File: src/rtl/ctlb_pkg.sv
package ctlb_pkg;

  // organisation of the code TLB.
  localparam int num_ways = 4;
  localparam int num_sets = 64;

  // field widths of the fetch address and of an entry.
  localparam int vaddr_w    = 44;
  localparam int set_w      = 6;
  localparam int vtag_w     = 25;
  localparam int asid_w     = 24;
  localparam int ppn_w      = 29;
  localparam int csr_addr_w = 16;
  localparam int csr_data_w = 64;

  // low bit positions of the set index and the tag in a fetch address.
  localparam int set_lo = 13;
  localparam int tag_lo = 19;

  // CSRs that the TLB follows.
  localparam logic [csr_addr_w-1:0] csr_page_addr   = 16'h0c10;
  localparam logic [csr_addr_w-1:0] csr_mflags_addr = 16'h0c20;
  localparam int                    mflags_vm_bit   = 3;

  typedef logic [vaddr_w-1:0]    vaddr_t;
  typedef logic [set_w-1:0]      set_idx_t;
  typedef logic [vtag_w-1:0]     vtag_t;
  typedef logic [asid_w-1:0]     asid_t;
  typedef logic [csr_addr_w-1:0] csr_addr_t;
  typedef logic [csr_data_w-1:0] csr_data_t;

  // age 0 is the most recently used way, age 3 is the next victim.
  typedef logic [1:0] age_t;

  localparam age_t age_oldest = 2'd3;

  // translation data as delivered to fetch.
  // is_global lets an entry match under any address-space id.
  typedef struct packed {
    logic [ppn_w-1:0] ppn;
    logic             is_global;
    logic             user;
    logic             exec;
  } ctlb_data_t;

  // one stored entry of a way, 84 bits.
  typedef struct packed {
    vtag_t      vtag;
    asid_t      asid;
    logic       valid;
    age_t       age;
    ctlb_data_t data;
  } ctlb_entry_t;

endpackage

File: src/rtl/csr_watch.sv
`timescale 1ns/100ps

module csr_watch import ctlb_pkg::*; #(
  parameter csr_addr_t watch_addr = '0
) (
  input  logic      clk,
  input  logic      rst,
  input  logic      csr_en,
  input  csr_addr_t csr_addr,
  input  csr_data_t csr_data,
  output csr_data_t value
);

  logic hit_addr;

  assign hit_addr = csr_en && (csr_addr == watch_addr);

  // shadow copy of one CSR, taken from the write bus.
  // the new value is seen by the TLB from the cycle after the write.
  always_ff @(posedge clk)
  begin
    if (rst)
      value <= '0;
    else if (hit_addr)
      value <= csr_data;
  end

endmodule

File: config.mk
export PLATFORM = sky130hd
export DESIGN_NAME = csr_watch
export DESIGN_NICKNAME = d
export VERILOG_FILES = /design/src/rtl/ctlb_pkg.sv /design/src/rtl/csr_watch.sv
export SDC_FILE = /design/constraint.sdc
export NUM_CORES = 1
export LEC_CHECK = 0
export BUFFER_PORTS_ARGS = -buffer_cell sky130_fd_sc_hd__buf_2
export CAP_MARGIN = 30
export CORE_MARGIN = 2
export CORE_UTILIZATION = 43
export CTS_BUF_LIST = sky130_fd_sc_hd__clkbuf_8
export CTS_CLUSTER_DIAMETER = 100
export DETAILED_ROUTE_END_ITERATION = 6
export GPL_TIMING_DRIVEN = 1
export PLACE_DENSITY = 0.79
export RECOVER_POWER = 100
export SLEW_MARGIN = 5
export SYNTH_ARGS = -nofsm -noshare
export SYNTH_HDL_FRONTEND = slang
export SYNTH_SLANG_ARGS = --single-unit
File: constraint.sdc
create_clock -name clk -period 1.4 [get_ports clk]
set_clock_uncertainty 0.1 [all_clocks]
set_input_delay 0 -clock clk [delete_from_list [all_inputs] [get_ports clk]]
set_output_delay 0 -clock clk [all_outputs]
set_load 0.1 [all_outputs]
==> impl_metrics.csv <==
group,metric,value,unit
floorplanning,die-area,7539,sq um
logic_synthesis,synthMostInstantiatedCell,"nand2b_1",
logic_synthesis,synth_top_area_cell,"dfxtp_1",
timing,relSlewSlack,62.33,%
power_and_ir_drop,p_total,3956,uW
final_layout,largest_reg_flops,64,
route,dr.pass1.iters,4,
logic_synthesis,synth_area,2950,sq um
clocking,cts_sinks,64,
setup_path,cp_slowest_stage_delay,0.30,ns
setup_path,cp_slowest_cell,"nor4b_4",
final_layout,diodes,0,
timing,worstMarginPinSlew,0.5674,ns
route,routed_wl,7447,um
setup_path,critPathKind,"primary input to flop",
route,drtIter0Drc,65,
setup_path,reg2reg_slack,0.65,ns
clocking,clkLatencyLatePin,0.32,ns
outcome,status,"finished, final reports clean",
setup_path,cp_data_required_time,1.54,ns
floorplanning,core,6719,sq um
floorplanning,chipHeight,86.83,um
clocking,cts_root_buffer,"clkbuf_8",
clocking,cts_buffer_depth,2,
timing,layout_setup_ws,0.06345,ns
timing,fmax,0.7482,GHz
setup_path,critPathLaunchType,"primary input",
logic_synthesis,synth_cells,283,
timing,post-route-period-util,95.47,%
setup_path,worstSetupEndpointType,"flop",
clocking,cts_tree,"done",
grt,grt_pass1_wl,11700,um
final_layout,reg_top3,"value (64)",
setup_path,cp_num_buf_inv,3,
hold_path,min_path_type,"primary input to flop",
logic_synthesis,seq_area_frac_synth,43.43,%
logic_synthesis,syn-num-nets,366,
final_layout,top_register,"value",
grt,grt_pass1_vias,2727,
grt,track_usage,19.61,%
final_layout,nets,577,
clocking,clk_pin_slew,0.07,ns
placement,placed_cell_area,3764,sq um
power_and_ir_drop,ir_drop,610.7,uV
power_and_ir_drop,leakage,0.001954,uW
logic_synthesis,synth-edff-count,0,
setup_path,arrival,1.48,ns
placement,dp_slack,-0.2477,ns
floorplanning,io_pins,147,
route,avgViaCountPerCell,4.515,
timing,drv_slew,0,
logic_synthesis,synth_ff_type,"dfxtp_1",
flow_run,cap_violations,0,
final_layout,drive_gt1_share,34.87,%
route,antenna_left,0,
logic_synthesis,synth_area_leaders,"dfxtp_1 (43%), nand2b_1 (27%), mux2i_1 (22%)",
timing,hold_ws,0.02667,ns
clocking,numCtsBuffers,9,
grt,overflow,0,
final_layout,syn2layout_area_growth,56.66,%
setup_path,crit_family,"simple AND/OR/NAND/NOR gates",
logic_synthesis,synth.top_cell.area_share,43.43,%
setup_path,crit_fanout,10,
logic_synthesis,ys_types,10,
floorplanning,rows,30,
grt,antenna_found_initial,0,
timing,rsz0062_at_grt,"false",
grt,grt_max_degree,129,
setup_path,path_cells,"buf_2 > nor4_1 > nand4_1 > nor4b_4 > buf_12 > clkbuf_2 > mux2i_1",
logic_synthesis,synth_common_cells,"nand2b_1 (128), dfxtp_1 (64), mux2i_1 (64), clkbuf_1 (14), buf_12 (6)",
timing,hold_viol,0,
logic_synthesis,synthArstFlopShare,0,%
clocking,htree_num_levels,3,
route,avgRoutedWirePerCell,12.86,um
logic_synthesis,synth_warnings,0,
final_layout,utilization,68.79,%
logic_synthesis,synth.avg_cell_area,10.43,sq um
placement,hpwl,4353,um
floorplanning,start_util,43.91,%
floorplanning,die_x,86.83,um
logic_synthesis,ys_seq_elements,64,
placement,io_buffers,146,
final_layout,stdcell_area,4622,sq um
timing,fin_crit,1.337,ns
timing,setup_viol,0,
route,vias,2614,
power_and_ir_drop,p_per_area,855.9,nW/um^2
route,drc,0,
placement,gp_routability_congestion,0.7256,
[power by group]
part / internal, uW / switching (uW) / total (uW) / leakage [uW]
clock: 1040 / 688 / 1730 / 0.000112
sequential: 1820 / 0.00809 / 1820 / 0.000515
combinational: 280 / 128 / 407 / 0.00133
[tightest hold or removal path: cells and delay by family]
family | cells | cell delay, ns
buf+inv | 2 | 0.24
simple gates | 1 | 0.05
mux | 1 | 0.11
[routing by layer]
metal	vias to the layer above	GRT usage (%)	wire (um)
met5	-	0	0
met4	0	7.244	98
met3	10	5.048	483
met2	91	37.54	4006
met1	1178	20.19	2858
li1	1335	-	-
[metrics by stage]
step / TNS (ns) / instances
floorplan: 0 / 283
global placement: -6.851 / 499
detailed placement: -12.71 / 499
CTS: 0 / 579
global route: 0 / 579
finish: 0 / 579
[path summary, 6_finish.rpt]
check | start | end | cells after the start
min | csr_addr[14] | value[1]$_SDFFE_PP0P_ | 4
min reg2reg | value[6]$_SDFFE_PP0P_ | value[6]$_SDFFE_PP0P_ | 2
max reg2reg | value[58]$_SDFFE_PP0P_ | value[58]$_SDFFE_PP0P_ | 2
max | csr_addr[1] | value[58]$_SDFFE_PP0P_ | 7
[cells in the final DEF, fill, tap and decap left out, drive strengths merged, types with 2 or more instances in the layout]
cell	n
clkbuf	77
clkinv	3
dlygate4sd3	64
nor4	3
bufinv	2
mux2i	64
dfxtp	64
buf	90
nand2b	128
[layout make-up]
class	instances	area (sq um)
clock buffer	10	137.6
clock inverter	6	82.58
fill	511	2097
multi-input combinational	198	1500
sequential	64	1281
tap	80	100.1
timing repair buffer	221	1520
[cell families after synthesis]
family	count (synthesis)	synth area share, %
buf+inv	21	6.234
flops	64	43.43
mux	64	21.71
simple gates	134	28.63
[timing repair]
action,CTS,global route
hold buffers,64,0
endpoints found under the setup margin,0,13
resized for setup,0,2
endpoints found under the hold margin,64,0
buffers inserted,0,0
No activity file was read; power rests on OpenSTA's default activity.
